==> src/source/x86_opnd_pkg.sv <==
package x86_opnd_pkg;

  // Unescaped instruction bytes, opcode byte in bits 7:0
  localparam int INSTR_W = 72;

  // Operand encodings of the instruction
  localparam logic [3:0] OPND_ENC_NONE                = 4'd0;
  localparam logic [3:0] OPND_ENC_REG                 = 4'd1;
  localparam logic [3:0] OPND_ENC_IMM                 = 4'd2;
  localparam logic [3:0] OPND_ENC_REG_IMM             = 4'd3;
  localparam logic [3:0] OPND_ENC_EAX_IMM             = 4'd4;
  localparam logic [3:0] OPND_ENC_EAX_REG             = 4'd5;
  localparam logic [3:0] OPND_ENC_MODREGRM_RM         = 4'd6;
  localparam logic [3:0] OPND_ENC_MODREGRM_RM_IMM     = 4'd7;
  localparam logic [3:0] OPND_ENC_MODREGRM_RM_REG     = 4'd8;
  localparam logic [3:0] OPND_ENC_MODREGRM_RM_REG_IMM = 4'd9;
  localparam logic [3:0] OPND_ENC_MODREGRM_RM_REG_CL  = 4'd10;
  localparam logic [3:0] OPND_ENC_MODREGRM_REG_RM     = 4'd11;
  localparam logic [3:0] OPND_ENC_MODREGRM_REG_RM_IMM = 4'd12;
  // Displacement only, no ModR/M byte
  localparam logic [3:0] OPND_ENC_DISP                = 4'd13;

  // Command codes
  localparam logic [5:0] CMD_MOV  = 6'd0;
  localparam logic [5:0] CMD_ADD  = 6'd1;
  // String commands
  localparam logic [5:0] CMD_MOVS = 6'd20;
  localparam logic [5:0] CMD_CMPS = 6'd21;
  localparam logic [5:0] CMD_SCAS = 6'd22;
  localparam logic [5:0] CMD_STOS = 6'd23;
  localparam logic [5:0] CMD_LODS = 6'd24;

  // General registers in x86 encoding order
  localparam logic [2:0] REG_EAX = 3'd0;
  localparam logic [2:0] REG_ECX = 3'd1;
  localparam logic [2:0] REG_EDX = 3'd2;
  localparam logic [2:0] REG_EBX = 3'd3;
  localparam logic [2:0] REG_ESP = 3'd4;
  localparam logic [2:0] REG_EBP = 3'd5;
  localparam logic [2:0] REG_ESI = 3'd6;
  localparam logic [2:0] REG_EDI = 3'd7;

  // Destination kinds, one-hot
  // Bit 0 register, bit 1 memory
  localparam logic [1:0] OPND_DEST_NONE = 2'b00;
  localparam logic [1:0] OPND_DEST_REG  = 2'b01;
  localparam logic [1:0] OPND_DEST_MEM  = 2'b10;

  // Byte after ModR/M
  // Either a SIB byte or the low byte of a displacement
  typedef union packed {
    struct packed {
      logic [1:0] scale;
      logic [2:0] index;
      logic [2:0] base;
    } sib;
    logic [7:0] disp8;
  } instr_byte2_u;

endpackage

==> src/source/gpr_file.sv <==
module gpr_file (
  input  logic        clk,
  input  logic        rst_n,
  input  logic        wr_en,
  input  logic [2:0]  wr_sel,
  input  logic [31:0] wr_data,
  input  logic [2:0]  rd_sel0,
  input  logic [2:0]  rd_sel1,
  input  logic [2:0]  rd_sel2,
  input  logic [2:0]  rd_sel3,
  output logic [31:0] rd_data0,
  output logic [31:0] rd_data1,
  output logic [31:0] rd_data2,
  output logic [31:0] rd_data3
);

  // EAX through EDI, indexed by register number
  logic [31:0] regs [8];

  // Architectural state is zero after reset
  always_ff @(posedge clk or negedge rst_n) begin
    if (!rst_n) begin
      for (int i = 0; i < 8; i++) begin
        regs[i] <= 32'd0;
      end
    end else if (wr_en) begin
      regs[wr_sel] <= wr_data;
    end
  end

  // Reads are combinational and see the old value during a write
  // Port 0 operand#0, port 1 operand#1
  assign rd_data0 = regs[rd_sel0];
  assign rd_data1 = regs[rd_sel1];
  // Port 2 address base, port 3 address index
  assign rd_data2 = regs[rd_sel2];
  assign rd_data3 = regs[rd_sel3];

  // A write with an unknown selector would corrupt an unknown register
  a_wr_sel_known: assert property (
    @(posedge clk) disable iff (!rst_n)
    wr_en |-> !$isunknown(wr_sel)
  ) else $error("gpr_file: write with unknown wr_sel");

endmodule

==> src/source/modrm_sib_decode.sv <==
module modrm_sib_decode (
  input  logic [x86_opnd_pkg::INSTR_W-1:0] unescaped_instr,
  input  logic [3:0]                       opnd_form,
  input  logic                             prefix_address_16bit,
  output logic                             has_modrm,
  output logic                             has_sib,
  output logic                             has_disp,
  output logic                             disp_1byte,
  output logic [31:0]                      disp_value
);

  logic [15:0]                     form_1hot;
  logic [7:0]                      modrm;
  logic [1:0]                      modrm_mod;
  logic [2:0]                      modrm_rm;
  x86_opnd_pkg::instr_byte2_u      byte2;
  logic                            disp_only_form;
  logic                            disp_4byte;
  logic [7:0]                      disp8_byte;
  logic [31:0]                     disp32_word;

  assign form_1hot = 16'd1 << opnd_form;

  // Every ModR/M form, either direction, with or without immediate
  assign has_modrm = form_1hot[x86_opnd_pkg::OPND_ENC_MODREGRM_RM] ||
                     form_1hot[x86_opnd_pkg::OPND_ENC_MODREGRM_RM_IMM] ||
                     form_1hot[x86_opnd_pkg::OPND_ENC_MODREGRM_RM_REG] ||
                     form_1hot[x86_opnd_pkg::OPND_ENC_MODREGRM_RM_REG_IMM] ||
                     form_1hot[x86_opnd_pkg::OPND_ENC_MODREGRM_RM_REG_CL] ||
                     form_1hot[x86_opnd_pkg::OPND_ENC_MODREGRM_REG_RM] ||
                     form_1hot[x86_opnd_pkg::OPND_ENC_MODREGRM_REG_RM_IMM];

  // ModR/M follows the opcode byte
  assign modrm     = unescaped_instr[15:8];
  assign modrm_mod = modrm[7:6];
  assign modrm_rm  = modrm[2:0];
  assign byte2     = unescaped_instr[23:16];

  // SIB only in 32-bit addressing, memory mode, rm 100
  assign has_sib = has_modrm &&
                   !prefix_address_16bit &&
                   modrm_mod != 2'b11 &&
                   modrm_rm == 3'b100;

  assign disp_only_form = form_1hot[x86_opnd_pkg::OPND_ENC_DISP];

  // mod 01 carries a single signed byte
  assign disp_1byte = has_modrm && modrm_mod == 2'b01;

  // disp32 cases
  // mod 10, bare disp32 (mod 00 rm 101), SIB with no base under mod 00
  assign disp_4byte = (has_modrm &&
                       (modrm_mod == 2'b10 ||
                        (modrm_mod == 2'b00 && modrm_rm == 3'b101) ||
                        (has_sib && modrm_mod == 2'b00 && byte2.sib.base == 3'b101))) ||
                      disp_only_form;

  assign has_disp = disp_1byte || disp_4byte;

  // Displacement starts one byte later when a SIB byte sits in between
  assign disp8_byte = has_sib ? unescaped_instr[31:24] : byte2.disp8;

  // Little-endian, lowest byte first
  assign disp32_word = disp_only_form ? unescaped_instr[39:8]  :
                       has_sib        ? unescaped_instr[55:24] :
                                        unescaped_instr[47:16];

  always_comb begin
    if (disp_1byte) begin
      // Sign extend disp8
      disp_value = {{24{disp8_byte[7]}}, disp8_byte};
    end else if (disp_4byte) begin
      disp_value = disp32_word;
    end else begin
      disp_value = 32'd0;
    end
  end

endmodule

==> src/source/agu.sv <==
module agu (
  input  logic [1:0]  scale,
  input  logic [31:0] index,
  input  logic [31:0] base,
  input  logic [31:0] disp,
  input  logic        addr16,
  output logic [31:0] address
);

  logic [31:0] scaled_index;
  logic [31:0] sum;

  // Scale encodes a factor of 1, 2, 4 or 8
  assign scaled_index = index << scale;

  // Wraps modulo 2^32 like the hardware adder
  assign sum = base + scaled_index + disp;

  // Address-size prefix keeps only the low 16 bits
  assign address = addr16 ? {16'd0, sum[15:0]} : sum;

endmodule

==> src/source/decode_opnds.sv <==
module decode_opnds (
  input  logic [x86_opnd_pkg::INSTR_W-1:0] unescaped_instr,
  input  logic [5:0]                       opc,
  input  logic [3:0]                       opnd_form,
  input  logic                             prefix_address_16bit,
  input  logic                             has_sib,
  input  logic                             has_disp,
  input  logic [31:0]                      disp_value,
  output logic [2:0]                       reg_sel0,
  output logic [2:0]                       reg_sel1,
  output logic [2:0]                       reg_sel2,
  output logic [2:0]                       reg_sel3,
  input  logic [31:0]                      reg_val0,
  input  logic [31:0]                      reg_val1,
  input  logic [31:0]                      reg_val2,
  input  logic [31:0]                      reg_val3,
  output logic [31:0]                      opnd0,
  output logic [31:0]                      opnd1,
  output logic [31:0]                      mem_addr,
  output logic                             opnd0_is_mem,
  output logic                             opnd1_is_mem,
  output logic [1:0]                       dest0_kind,
  output logic [1:0]                       dest1_kind,
  output logic [2:0]                       dest0_sel,
  output logic [2:0]                       dest1_sel
);

  logic [15:0]                form_1hot;
  logic [63:0]                opc_1hot;
  logic                       opnd0_modrm_rm;
  logic                       opnd0_modrm_reg;
  logic                       opnd1_modrm_rm;
  logic                       opnd1_modrm_reg;
  logic [7:0]                 modrm;
  logic                       rm_is_reg;
  x86_opnd_pkg::instr_byte2_u byte2;
  logic                       opnd0_is_reg;
  logic                       opnd1_is_reg;
  logic                       modrm_no_base;
  logic                       sib_no_base;
  logic                       sib_no_index;
  logic                       base_used;
  logic [31:0]                eff_base;
  logic [31:0]                eff_index;
  logic [31:0]                eff_disp;

  assign form_1hot = 16'd1 << opnd_form;
  assign opc_1hot  = 64'd1 << opc;

  // R/M is operand#0 (d = 0)
  assign opnd0_modrm_rm = form_1hot[x86_opnd_pkg::OPND_ENC_MODREGRM_RM] ||
                          form_1hot[x86_opnd_pkg::OPND_ENC_MODREGRM_RM_IMM] ||
                          form_1hot[x86_opnd_pkg::OPND_ENC_MODREGRM_RM_REG] ||
                          form_1hot[x86_opnd_pkg::OPND_ENC_MODREGRM_RM_REG_IMM] ||
                          form_1hot[x86_opnd_pkg::OPND_ENC_MODREGRM_RM_REG_CL];
  // REG is operand#0 (d = 1), R/M then goes to operand#1
  assign opnd0_modrm_reg = form_1hot[x86_opnd_pkg::OPND_ENC_MODREGRM_REG_RM] ||
                           form_1hot[x86_opnd_pkg::OPND_ENC_MODREGRM_REG_RM_IMM];
  assign opnd1_modrm_rm  = opnd0_modrm_reg;
  assign opnd1_modrm_reg = form_1hot[x86_opnd_pkg::OPND_ENC_MODREGRM_RM_REG] ||
                           form_1hot[x86_opnd_pkg::OPND_ENC_MODREGRM_RM_REG_IMM] ||
                           form_1hot[x86_opnd_pkg::OPND_ENC_MODREGRM_RM_REG_CL];

  assign modrm     = unescaped_instr[15:8];
  assign rm_is_reg = modrm[7:6] == 2'b11;
  assign byte2     = unescaped_instr[23:16];

  // Register operand#0 sources
  // opcode low bits, rm in register mode, reg field, implicit EAX
  assign opnd0_is_reg = form_1hot[x86_opnd_pkg::OPND_ENC_REG] ||
                        form_1hot[x86_opnd_pkg::OPND_ENC_REG_IMM] ||
                        form_1hot[x86_opnd_pkg::OPND_ENC_EAX_IMM] ||
                        form_1hot[x86_opnd_pkg::OPND_ENC_EAX_REG] ||
                        (opnd0_modrm_rm && rm_is_reg) ||
                        opnd0_modrm_reg;

  assign reg_sel0 =
    (form_1hot[x86_opnd_pkg::OPND_ENC_REG] || form_1hot[x86_opnd_pkg::OPND_ENC_REG_IMM]) ?
      unescaped_instr[2:0] :
    (opnd0_modrm_rm && rm_is_reg) ? modrm[2:0] :
    opnd0_modrm_reg ? modrm[5:3] :
    x86_opnd_pkg::REG_EAX;

  // Register operand#1 sources
  assign opnd1_is_reg = form_1hot[x86_opnd_pkg::OPND_ENC_EAX_REG] ||
                        (opnd1_modrm_rm && rm_is_reg) ||
                        opnd1_modrm_reg;

  assign reg_sel1 = (opnd1_modrm_rm && rm_is_reg) ? modrm[2:0] :
                    opnd1_modrm_reg ? modrm[5:3] :
                    form_1hot[x86_opnd_pkg::OPND_ENC_EAX_REG] ? unescaped_instr[2:0] :
                    3'd0;

  // Memory flags, string commands included
  assign opnd0_is_mem = (opnd0_modrm_rm && !rm_is_reg) ||
                        opc_1hot[x86_opnd_pkg::CMD_MOVS] ||
                        opc_1hot[x86_opnd_pkg::CMD_CMPS] ||
                        opc_1hot[x86_opnd_pkg::CMD_SCAS];
  assign opnd1_is_mem = opc_1hot[x86_opnd_pkg::CMD_MOVS] ||
                        opc_1hot[x86_opnd_pkg::CMD_CMPS] ||
                        opc_1hot[x86_opnd_pkg::CMD_STOS] ||
                        opc_1hot[x86_opnd_pkg::CMD_LODS];

  // Base from SIB, else from rm in memory mode
  assign reg_sel2 = has_sib ? byte2.sib.base :
                    (opnd0_modrm_rm && !rm_is_reg) ? modrm[2:0] : 3'd0;
  assign reg_sel3 = has_sib ? byte2.sib.index : 3'd0;

  // mod 00 rm 101 without SIB is a bare disp32
  assign modrm_no_base = !has_sib && modrm[7:6] == 2'b00 && modrm[2:0] == 3'b101;
  // SIB base 101 under mod 00 drops the base register
  assign sib_no_base   = has_sib && byte2.sib.base == 3'b101 && modrm[7:6] == 2'b00;
  // SIB index 100 means no index
  assign sib_no_index  = has_sib && byte2.sib.index == 3'b100;

  assign base_used = has_sib ? !sib_no_base : (opnd0_modrm_rm && !rm_is_reg && !modrm_no_base);
  assign eff_base  = base_used ? reg_val2 : 32'd0;
  assign eff_index = (has_sib && !sib_no_index) ? reg_val3 : 32'd0;
  assign eff_disp  = has_disp ? disp_value : 32'd0;

  agu u_agu (
    .scale   (has_sib ? byte2.sib.scale : 2'b00),
    .index   (eff_index),
    .base    (eff_base),
    .disp    (eff_disp),
    .addr16  (prefix_address_16bit),
    .address (mem_addr)
  );

  // Memory operands report zero, no memory read here
  assign opnd0 = opnd0_is_reg ? reg_val0 : 32'd0;
  assign opnd1 = opnd1_is_reg ? reg_val1 : 32'd0;

  assign dest0_kind = opnd0_is_reg ? x86_opnd_pkg::OPND_DEST_REG :
                      opnd0_is_mem ? x86_opnd_pkg::OPND_DEST_MEM :
                                     x86_opnd_pkg::OPND_DEST_NONE;
  // Only MOVS writes a second destination
  assign dest1_kind = opc_1hot[x86_opnd_pkg::CMD_MOVS] ? x86_opnd_pkg::OPND_DEST_MEM :
                                                         x86_opnd_pkg::OPND_DEST_NONE;

  assign dest0_sel = dest0_kind[0] ? reg_sel0 : 3'd0;
  assign dest1_sel = dest1_kind[0] ? reg_sel1 : 3'd0;

  // Form and command must agree on what operand#0 is
  always_comb begin
    a_opnd0_kind: assert final (!(opnd0_is_reg && opnd0_is_mem))
      else $error("decode_opnds: operand#0 both register and memory");
  end

endmodule

==> src/source/opnd_stage.sv <==
module opnd_stage (
  input  logic                             clk,
  input  logic                             rst_n,
  input  logic                             wr_en,
  input  logic [2:0]                       wr_sel,
  input  logic [31:0]                      wr_data,
  input  logic                             instr_valid,
  input  logic [x86_opnd_pkg::INSTR_W-1:0] unescaped_instr,
  input  logic [5:0]                       opc,
  input  logic [3:0]                       opnd_form,
  input  logic                             prefix_address_16bit,
  output logic                             opnd_valid,
  output logic [31:0]                      opnd0,
  output logic [31:0]                      opnd1,
  output logic [31:0]                      mem_addr,
  output logic                             disp_1byte,
  output logic [31:0]                      disp,
  output logic                             opnd0_is_mem,
  output logic                             opnd1_is_mem,
  output logic [1:0]                       dest0_kind,
  output logic [1:0]                       dest1_kind,
  output logic [2:0]                       dest0_sel,
  output logic [2:0]                       dest1_sel
);

  logic        has_sib;
  logic        has_disp;
  logic        dec_disp_1byte;
  logic [31:0] disp_value;
  logic [2:0]  reg_sel0;
  logic [2:0]  reg_sel1;
  logic [2:0]  reg_sel2;
  logic [2:0]  reg_sel3;
  logic [31:0] reg_val0;
  logic [31:0] reg_val1;
  logic [31:0] reg_val2;
  logic [31:0] reg_val3;
  logic [31:0] dec_opnd0;
  logic [31:0] dec_opnd1;
  logic [31:0] dec_mem_addr;
  logic        dec_opnd0_is_mem;
  logic        dec_opnd1_is_mem;
  logic [1:0]  dec_dest0_kind;
  logic [1:0]  dec_dest1_kind;
  logic [2:0]  dec_dest0_sel;
  logic [2:0]  dec_dest1_sel;

  gpr_file u_gpr_file (
    .clk      (clk),
    .rst_n    (rst_n),
    .wr_en    (wr_en),
    .wr_sel   (wr_sel),
    .wr_data  (wr_data),
    .rd_sel0  (reg_sel0),
    .rd_sel1  (reg_sel1),
    .rd_sel2  (reg_sel2),
    .rd_sel3  (reg_sel3),
    .rd_data0 (reg_val0),
    .rd_data1 (reg_val1),
    .rd_data2 (reg_val2),
    .rd_data3 (reg_val3)
  );

  modrm_sib_decode u_modrm_sib_decode (
    .unescaped_instr      (unescaped_instr),
    .opnd_form            (opnd_form),
    .prefix_address_16bit (prefix_address_16bit),
    .has_modrm            (),
    .has_sib              (has_sib),
    .has_disp             (has_disp),
    .disp_1byte           (dec_disp_1byte),
    .disp_value           (disp_value)
  );

  decode_opnds u_decode_opnds (
    .unescaped_instr      (unescaped_instr),
    .opc                  (opc),
    .opnd_form            (opnd_form),
    .prefix_address_16bit (prefix_address_16bit),
    .has_sib              (has_sib),
    .has_disp             (has_disp),
    .disp_value           (disp_value),
    .reg_sel0             (reg_sel0),
    .reg_sel1             (reg_sel1),
    .reg_sel2             (reg_sel2),
    .reg_sel3             (reg_sel3),
    .reg_val0             (reg_val0),
    .reg_val1             (reg_val1),
    .reg_val2             (reg_val2),
    .reg_val3             (reg_val3),
    .opnd0                (dec_opnd0),
    .opnd1                (dec_opnd1),
    .mem_addr             (dec_mem_addr),
    .opnd0_is_mem         (dec_opnd0_is_mem),
    .opnd1_is_mem         (dec_opnd1_is_mem),
    .dest0_kind           (dec_dest0_kind),
    .dest1_kind           (dec_dest1_kind),
    .dest0_sel            (dec_dest0_sel),
    .dest1_sel            (dec_dest1_sel)
  );

  // Valid for exactly the cycle after the accepting edge
  always_ff @(posedge clk or negedge rst_n) begin
    if (!rst_n) begin
      opnd_valid <= 1'b0;
    end else begin
      opnd_valid <= instr_valid;
    end
  end

  // Results hold until the next instruction and are zero out of reset
  always_ff @(posedge clk or negedge rst_n) begin
    if (!rst_n) begin
      opnd0        <= 32'd0;
      opnd1        <= 32'd0;
      mem_addr     <= 32'd0;
      disp_1byte   <= 1'b0;
      disp         <= 32'd0;
      opnd0_is_mem <= 1'b0;
      opnd1_is_mem <= 1'b0;
      dest0_kind   <= 2'b00;
      dest1_kind   <= 2'b00;
      dest0_sel    <= 3'd0;
      dest1_sel    <= 3'd0;
    end else if (instr_valid) begin
      opnd0        <= dec_opnd0;
      opnd1        <= dec_opnd1;
      mem_addr     <= dec_mem_addr;
      disp_1byte   <= dec_disp_1byte;
      disp         <= disp_value;
      opnd0_is_mem <= dec_opnd0_is_mem;
      opnd1_is_mem <= dec_opnd1_is_mem;
      dest0_kind   <= dec_dest0_kind;
      dest1_kind   <= dec_dest1_kind;
      dest0_sel    <= dec_dest0_sel;
      dest1_sel    <= dec_dest1_sel;
    end
  end

  // Result due one cycle after each accepted instruction
  a_valid_follows: assert property (
    @(posedge clk) disable iff (!rst_n)
    instr_valid |=> opnd_valid
  ) else $error("opnd_stage: result missing one cycle after instr_valid");

endmodule

==> config.mk <==
export PLATFORM = sky130hd
export DESIGN_NAME = opnd_stage
export DESIGN_NICKNAME = d
export VERILOG_FILES = /design/src/source/x86_opnd_pkg.sv /design/src/source/gpr_file.sv /design/src/source/modrm_sib_decode.sv /design/src/source/agu.sv /design/src/source/decode_opnds.sv /design/src/source/opnd_stage.sv
export SDC_FILE = /design/constraint.sdc
export NUM_CORES = 1
export LEC_CHECK = 0
export BUFFER_PORTS_ARGS = -buffer_cell sky130_fd_sc_hd__buf_4
export CORE_UTILIZATION = 51
export DETAILED_ROUTE_END_ITERATION = 8
export PLACE_DENSITY_LB_ADDON = 0.2
export SLEW_MARGIN = 20
export SYNTH_ARGS = -nofsm -noshare
export SYNTH_HDL_FRONTEND = slang
export SYNTH_SLANG_ARGS = --single-unit
==> constraint.sdc <==
create_clock -name clk -period 11.8 [get_ports clk]
set_clock_uncertainty 0.15 [all_clocks]
set_input_delay 0.59 -clock clk [delete_from_list [all_inputs] [get_ports clk]]
set_output_delay 0.59 -clock clk [all_outputs]
set_load 0.005 [all_outputs]
[After elaboration in Yosys (flattened, before gate mapping)]
Index checks and enable logic that the tools add are counted.
Storage, ports and cells
  bits in registers: 398
  latch bits: 0
  memory bits (writable): 0
  bits in read-only memories: 0
  output and inout port bits: 142
  word-level logic and storage cells: 138
  memories kept: 0
Cells by class
  $add $sub $neg: 2
  multipliers: 0
  divide/modulo/power cells: 0
  $lt $le $gt $ge: 6
  equal/unequal tests: 8
  shift operators: 3
  multiplexer cells: 42
  bitwise logic cells: 5
  reductions and logical operators: 52
Operator list (number)
  two-way mux 32 bit: 19
  binary-select mux 32 bit (select 3 bit): 4
  bitwise mux 256 bit: 1
  demux 32 bit (select 3 bit): 1
  adder 32 bit: 2
  two-way mux 3 bit: 11
  << shifter 32 x 2 -> 32 bit: 1
  logical OR 1 bit: 26
  << shifter 1 x 6 -> 25 bit (first input constant): 1
  greater-or-equal comparator 4 bit (second input constant): 5
  inverter 3 -> 4 bit: 5
  logical AND 1 bit: 19
  << shifter 1 x 4 -> 14 bit (first input constant): 1
  equality test 3 bit (second input constant): 4
  two-way mux 2 bit: 4
  two-way mux 8 bit: 1
  logical NOT 1 bit: 6
  equality test 2 bit (second input constant): 2
  less-than comparator 4 x 1 -> 1 bit (second input constant): 1
  equality test 2 x 1 -> 1 bit (second input constant): 1
  logical NOT 2 bit: 1
  inequality test 2 bit (second input constant): 1
  two-way mux 1 bit: 1

[Longest topological paths before layout]
  depth in word-level cells: 20
  gate-level depth with buffers: 26
  depth with buffers taken out: 23

[Hierarchy]
A second synthesis with hierarchy kept.
Second synthesis, totals
  cell total of the unflattened synthesis: 2072
  area, all modules: 29549.6 µm²
Modules (own cells, without submodules)
  gpr_file: instances 1, cells each 1007, area an instance 17948.5 µm², seq. area each 6406.1 µm²
  opnd_stage: instances 1, cells each 299, area an instance 5631.7 µm², seq. area each 3553.4 µm²
  agu: instances 1, cells each 358, area an instance 3274.4 µm², seq. area each 0.0 µm²
  decode_opnds: instances 1, cells each 262, area an instance 1724.2 µm², seq. area each 0.0 µm²
  modrm_sib_decode: instances 1, cells each 146, area an instance 970.9 µm², seq. area each 0.0 µm²

[Worst setup path after synthesis]
OpenSTA, ideal clock, no wires.
  path kind: input -> register
  start point: input port opnd_form[2]
  end point: register mem_addr[31]
  arrival time: 5.569 ns
  required time: 11.516 ns
  path slack: 5.946 ns
  stages on the path: 25
  buffers on the path: 3
  cells stage by stage: buf_4 and2b_1 a22oi_2 nor2_1 nand2_1 o21ai_1 buf_2 buf_1 nand2_1 a311oi_1 o21ai_0 fa_1 inv_1 ha_1 fa_1 a211oi_1 o21ai_0 a21oi_1 o22ai_1 a21o_1 a21oi_1 a21oi_1 a31oi_1 xnor2_1 o22ai_1
On the way
  word-level cells in the longest chain between the ends: 20
Ends and longest elaborated chain
  start, declared: RTL line opnd_stage.sv:10  | input logic [3:0] opnd_form,
  << shifter 1 x 4 -> 14 bit *: RTL line decode_opnds.sv:47  | assign form_1hot = 16'd1 << opnd_form;
  logical OR 1 bit: RTL line decode_opnds.sv:51  | assign opnd0_modrm_rm = form_1hot[x86_opnd_pkg::OPND_ENC_MODREGRM_RM] ||
  logical OR 1 bit: RTL line decode_opnds.sv:52  | form_1hot[x86_opnd_pkg::OPND_ENC_MODREGRM_RM_IMM] ||
  logical OR 1 bit: RTL line decode_opnds.sv:53  | form_1hot[x86_opnd_pkg::OPND_ENC_MODREGRM_RM_REG] ||
  logical OR 1 bit: RTL line decode_opnds.sv:54  | form_1hot[x86_opnd_pkg::OPND_ENC_MODREGRM_RM_REG_IMM] ||
  logical OR 1 bit: RTL line modrm_sib_decode.sv:29  | form_1hot[x86_opnd_pkg::OPND_ENC_MODREGRM_RM_REG_CL] ||
  logical OR 1 bit: RTL line modrm_sib_decode.sv:30  | form_1hot[x86_opnd_pkg::OPND_ENC_MODREGRM_REG_RM] ||
  logical AND 1 bit: RTL line modrm_sib_decode.sv:40  | assign has_sib = has_modrm &&
  (+3 left out)
  inverter 3 -> 4 bit (not written as such) (tied with other cells): RTL line gpr_file.sv:37  | assign rd_data3 = regs[rd_sel3];
  binary-select mux 32 bit (select 3 bit) (tied with other cells): RTL line gpr_file.sv:37
  two-way mux 32 bit (not written as such) (tied with other cells) (2 in series): RTL line gpr_file.sv:37
  two-way mux 32 bit (tied with other cells): RTL line decode_opnds.sv:118  | assign eff_index = (has_sib && !sib_no_index) ? reg_val3 : 32'd0;
  << shifter 32 x 2 -> 32 bit (tied with other cells): RTL line agu.sv:14  | assign scaled_index = index << scale;
  adder 32 bit or two-way mux 32 bit (tied branches): RTL line agu.sv:17, decode_opnds.sv:119
  adder 32 bit *: RTL line agu.sv:17  | assign sum = base + scaled_index + disp;
  two-way mux 32 bit *: RTL line agu.sv:20  | assign address = addr16 ? {16'd0, sum[15:0]} : sum;
  end signal, assigned: RTL line opnd_stage.sv:128  | mem_addr <= dec_mem_addr;
  end, declared: RTL line opnd_stage.sv:15  | output logic [31:0] mem_addr,
Mark *: on every way between the ends. The rest lies on a longest branch, timed or not. The select of a mux whose other input is x is not followed.
A chain may end at the register's enable or synchronous reset.

[Worst setup path in the final report]
Same ends and word-level chain as after synthesis.

==> results <==
- Detailed routing inserted a total of 26,400 vias.
- The number of post-CTS setup repair buffers is 0.
- The clock transition time at the flip-flop clock pins of the worst setup and hold paths is 0.06 ns.
- The final period demand of the worst path is approximately 7.3 ns.
- The die is 235 um wide.
- The worst register-to-register path has a setup slack of 6.16 ns.
- The H-tree depth reported by CTS is 2.
- The number of global-route vias before repair is between 20,000 and 30,000.
- The total number of yosys warnings is 0.
- For the pin with the worst max-slew slack, the measured transition is 1.19 ns.
- Along the worst hold path, the cell count comes to 3.
- The area enclosed by the die boundary is 55,000 um^2.
- The filler cells instantiated in the layout total around 4,600.
- The fraction of registers with async set/reset is 100%.
- Setup slack closes at 4.46 ns.
- Setup violations remaining at the end of the flow were counted as 0.
- In the final design database the tool counted 3,475 nets.
- The total clock buffers created by CTS is 44.
- The maximum clock path buffer count is 3.
- The count of placed standard cells including taps is 3,932.
- The count of different cell masters after synthesis is 79.
- The total power is 4.73 mW.
- The count of mapped cells out of synthesis is 3,224.
- The number of I/O port buffers is 238.
- In the routed layout, each cell is associated on average with a via count of 6.57.
- The number of standard-cell rows in the floorplan is 84.
- In this run the critical register-to-register path is launched from u_gpr_file.regs[0].
- The maximum fanout along the worst path is 68.
- The total count of max-transition violations in the final report is 0.
- CTS placed an instance of sky130_fd_sc_hd__clkbuf_16 at the clock tree root.
- The wire length after detailed routing is 97.7 mm.
- The min-delay analysis places its worst path in the category in -> reg.
- The hold buffer count at cts is 1.
- The signed area change from the synthesized netlist to the final layout is 13.1%.
- The worst slack on hold paths is approximately 0.098 ns.
- Gates resized during post-CTS repair numbered 0.
- The count of flip-flops with a built-in enable after synthesis is 0.
- The TritonCTS clock tree is done.
- The power density of the placed cells is 152 nW/um^2.
- Counting every sink on the clock net gives 394.
- The worst-case vdd ir drop is 0.0980 mV.
- The flow ran to the end, and the final reports show no timing, DRC or antenna violations.
- The DRC violation count after routing is 0.
- STA classifies the critical path endpoint as a flop.
- Once layout is complete, the cells apart from fillers number 4,015.
- The pin count of the biggest net entering global routing is 119.
- The library cells used most frequently in the layout, excluding fill and tap cells, are sky130_fd_sc_hd__nand2_1, sky130_fd_sc_hd__dfrtp_1, sky130_fd_sc_hd__mux2_2.
- The worst reg-to-reg path cell count is 19.
- In the final layout, flip-flops and latches occupy ~9900 um^2.
- The final global-route overflow total is 0.
- Once placement finished, the instance area stood at 29,600 um^2.
- The standard cell core area is 53,000 um^2.
- The net load switching power is 1.61 mW.
- Of the cells placed in the final design, the portion with a size suffix greater than 1 is 21.0%.
- The post-route fraction of the period consumed by the critical path is 62.2%.
- The part of the Yosys area used for sequential elements is 35.7%.
- The first element of the critical path is opnd_form[2].
- Summing every instance area after synthesis gives 27,600 um^2.
- At the end of routability-driven placement, the weighted congestion stood at a little over 0.9.
- The internal power component is 3.13 mW.
- The number of antenna violations at the first check in global routing is 8.
- The effective utilization at floorplan is 52.1%.
- The total of flip-flops plus latches after synthesis is between 300 and 400.
- The worst-case headroom to the max-slew limit is about a fifth.
- The final count of hold timing violations came to 0.
- The relative contribution of sequential cells to total power is between 40% and 50%.
- The critical setup path kind is in -> reg.
- Across every metal layer, demand over resource in global routing totals 34.8%.
- 264 I/O pins were placed.
- STA classifies the critical path startpoint as an input pin.
- The synthesized area divided by synthesized cell count is between 8 and 9 um^2.
- The first global-routing pass estimated around 150 mm of wire.
- The most common library cell in the layout ignoring fill and taps is sky130_fd_sc_hd__nand2_1.
- Setup repair after global routing left no endpoint under its margin.
- In this run the most critical hold path is launched from wr_data[30].
- At the worst endpoint, the arrival time is 7.62 ns.
- Measured along the y axis, the die boundary spans 235 um.
- The finished cells cover 31,200 um^2.
- The timing-limited maximum frequency is between 100 and 150 MHz.
- Summing all multi-input logic gate instances after layout gives 16,200 um^2.
- Once detail routing completed, the nets flagged for antenna violations numbered 0.
- The sum of negative setup slack is 0 ns.
- The final standard cell utilization of the core is 58.9%.
- The number of optimization iterations in the first detailed-route pass is 9.
- Data on the critical path is required at its endpoint by 12.09 ns.
- Net switching is 33.9% of the power.
- The clock power share is 31.9%.
- The static leakage power is roughly 14 nW.
- The number of maximum-capacitance violations is 0.
- The later pin in the worst-skew pair is clocked with a latency of 0.61 ns.
- The number of DRC markers after the initial detailed-route iteration is 3,382.
- The fraction of power consumed by combinational cells is between 20 and 30%.
- After detailed routing, the average wire length per cell comes to 24.3 um.
- The most used flip-flop cell after synthesis is sky130_fd_sc_hd__dfrtp_1.
- The estimated wirelength of the detail-placed design is approximately 60 mm.
- The post-placement setup slack is 4.05 ns.
==> cells by family (layout without fill, tap and decap cells) <==
| logic type | Yosys count | in the layout | share of synthesized area, % |
|---|---|---|---|
| and+or+nand+nor | 1294 | 1294 | 20.5 |
| AOI/OAI and AO/OA | 590 | 590 | 14.6 |
| DFF | 394 | 394 | 35.7 |
| adders and majority gates | 62 | 62 | 3.68 |
| xor gates and xnor gates | 29 | 29 | 0.920 |
| other | 1 | 7 | 0.0136 |
| muxes | 433 | 433 | 18.3 |
| buffers and inverters | 421 | 518 | 6.25 |
==> routing by layer <==
metal | vias up | part of all wire, % | GRT usage (%) | wire, um
li1 | 11500 | - | - | -
met1 | 12700 | 39 | 45.2 | 38100
met2 | 1753 | 44 | 53.5 | 43400
met3 | 383 | 12 | 10.2 | 11600
met4 | 6 | 4.6 | 16.1 | 4490
met5 | - | 0.040 | 0 | 39
==> Yosys cell counts, types with 5 or more instances <==
cell type                    n  area share (%)
sky130_fd_sc_hd__nand2_1   849              12
sky130_fd_sc_hd__buf_1      19            0.26
sky130_fd_sc_hd__a311oi_1  118             3.7
sky130_fd_sc_hd__xor2_1     12            0.38
sky130_fd_sc_hd__o211ai_1    5            0.14
sky130_fd_sc_hd__a22oi_1    56             1.5
sky130_fd_sc_hd__clkbuf_1  180             2.4
sky130_fd_sc_hd__fa_1       32             2.3
sky130_fd_sc_hd__mux2_2    279              11
sky130_fd_sc_hd__and3_1    121             2.7
sky130_fd_sc_hd__or2b_1     10            0.27
sky130_fd_sc_hd__nor2_1     67            0.91
sky130_fd_sc_hd__o22ai_1    85             1.9
sky130_fd_sc_hd__buf_4      11            0.30
sky130_fd_sc_hd__nor3b_1     6            0.16
sky130_fd_sc_hd__ha_1       30             1.4
sky130_fd_sc_hd__o21ai_1     6            0.11
sky130_fd_sc_hd__nand3_1   169             3.1
sky130_fd_sc_hd__nor3_1     11            0.20
sky130_fd_sc_hd__o21a_1      5            0.14
sky130_fd_sc_hd__buf_2      47            0.85
sky130_fd_sc_hd__a211oi_1   19            0.52
sky130_fd_sc_hd__buf_6       6            0.24
sky130_fd_sc_hd__a21o_1     17            0.46
sky130_fd_sc_hd__dfrtp_1   394              36
sky130_fd_sc_hd__a21oi_1    86             1.6
sky130_fd_sc_hd__mux4_2     28             2.3
sky130_fd_sc_hd__nand2b_1   25            0.57
sky130_fd_sc_hd__mux2i_1   124             4.5
sky130_fd_sc_hd__a31oi_1    77             1.7
sky130_fd_sc_hd__o21ai_0    78             1.4
sky130_fd_sc_hd__inv_1     158             2.1
sky130_fd_sc_hd__xnor2_1    17            0.54
sky130_fd_sc_hd__nor2b_1     7            0.16
==> power groups by stage <==
stage	Clock, mW	Combinational [mW]	Sequential, mW
2_1_floorplan	0	0.849	1.84
3_3_place_gp	0	1.24	1.90
3_5_place_dp	0	1.28	1.92
4_1_cts	1.53	1.28	1.90
5_1_grt	1.58	1.42	1.95
6_report	1.51	1.31	1.92
==> sequential cells by signal (all words and copies together) (netlist names) <==
| signal | cells |
|---|---|
| opnd1 | 32 |
| opnd1_is_mem | 1 |
| dest1_kind | 1 |
| u_gpr_file.regs | 256 |
| mem_addr | 32 |
| dest0_sel | 3 |
| opnd_valid | 1 |
| opnd0 | 32 |
| disp_1byte | 1 |
| disp | 32 |
| dest0_kind | 2 |
| opnd0_is_mem | 1 |
==> final cells by class <==
cell class | instances | share of cell area [%]
antenna | 3 | 0.0241
clock buffer | 56 | 3.80
clock inverter | 23 | 1.19
inverter | 158 | 1.90
multi-input combinational | 2412 | 51.9
sequential | 394 | 31.6
tap | 688 | 2.76
timing repair buffer | 281 | 6.80
==> worst paths after layout <==
kind	to
worst min-delay path	u_gpr_file.regs[222]
worst max-delay path	mem_addr[31]
worst min register to register	dest1_kind[1]
worst max register to register	mem_addr[31]
max in group asynchronous	u_gpr_file.regs[123]
min in group asynchronous	disp[2]
==> worst max-delay path, cell delays in order <==
cell                       delay (ns)
sky130_fd_sc_hd__buf_4           0.14
sky130_fd_sc_hd__and2b_1         0.29
sky130_fd_sc_hd__a22oi_2         0.15
sky130_fd_sc_hd__nor2_1          0.53
sky130_fd_sc_hd__nand2_1         0.19
sky130_fd_sc_hd__o21ai_4         0.09
sky130_fd_sc_hd__buf_4           0.66
sky130_fd_sc_hd__buf_4           0.63
sky130_fd_sc_hd__nand2_1         0.09
sky130_fd_sc_hd__and3_1          0.19
sky130_fd_sc_hd__a311oi_1        0.29
sky130_fd_sc_hd__o21ai_0         0.35
sky130_fd_sc_hd__fa_1            0.64
sky130_fd_sc_hd__inv_1           0.04
sky130_fd_sc_hd__ha_1            0.32
sky130_fd_sc_hd__o21a_1          0.20
sky130_fd_sc_hd__o21a_1          0.17
sky130_fd_sc_hd__a21oi_1         0.42
sky130_fd_sc_hd__o22ai_1         0.29
sky130_fd_sc_hd__a21o_1          0.29
sky130_fd_sc_hd__a21oi_1         0.31
sky130_fd_sc_hd__a21oi_1         0.19
sky130_fd_sc_hd__a31oi_1         0.24
sky130_fd_sc_hd__xnor2_1         0.14
sky130_fd_sc_hd__o22ai_1         0.08
(Power assumes the default switching activity.)
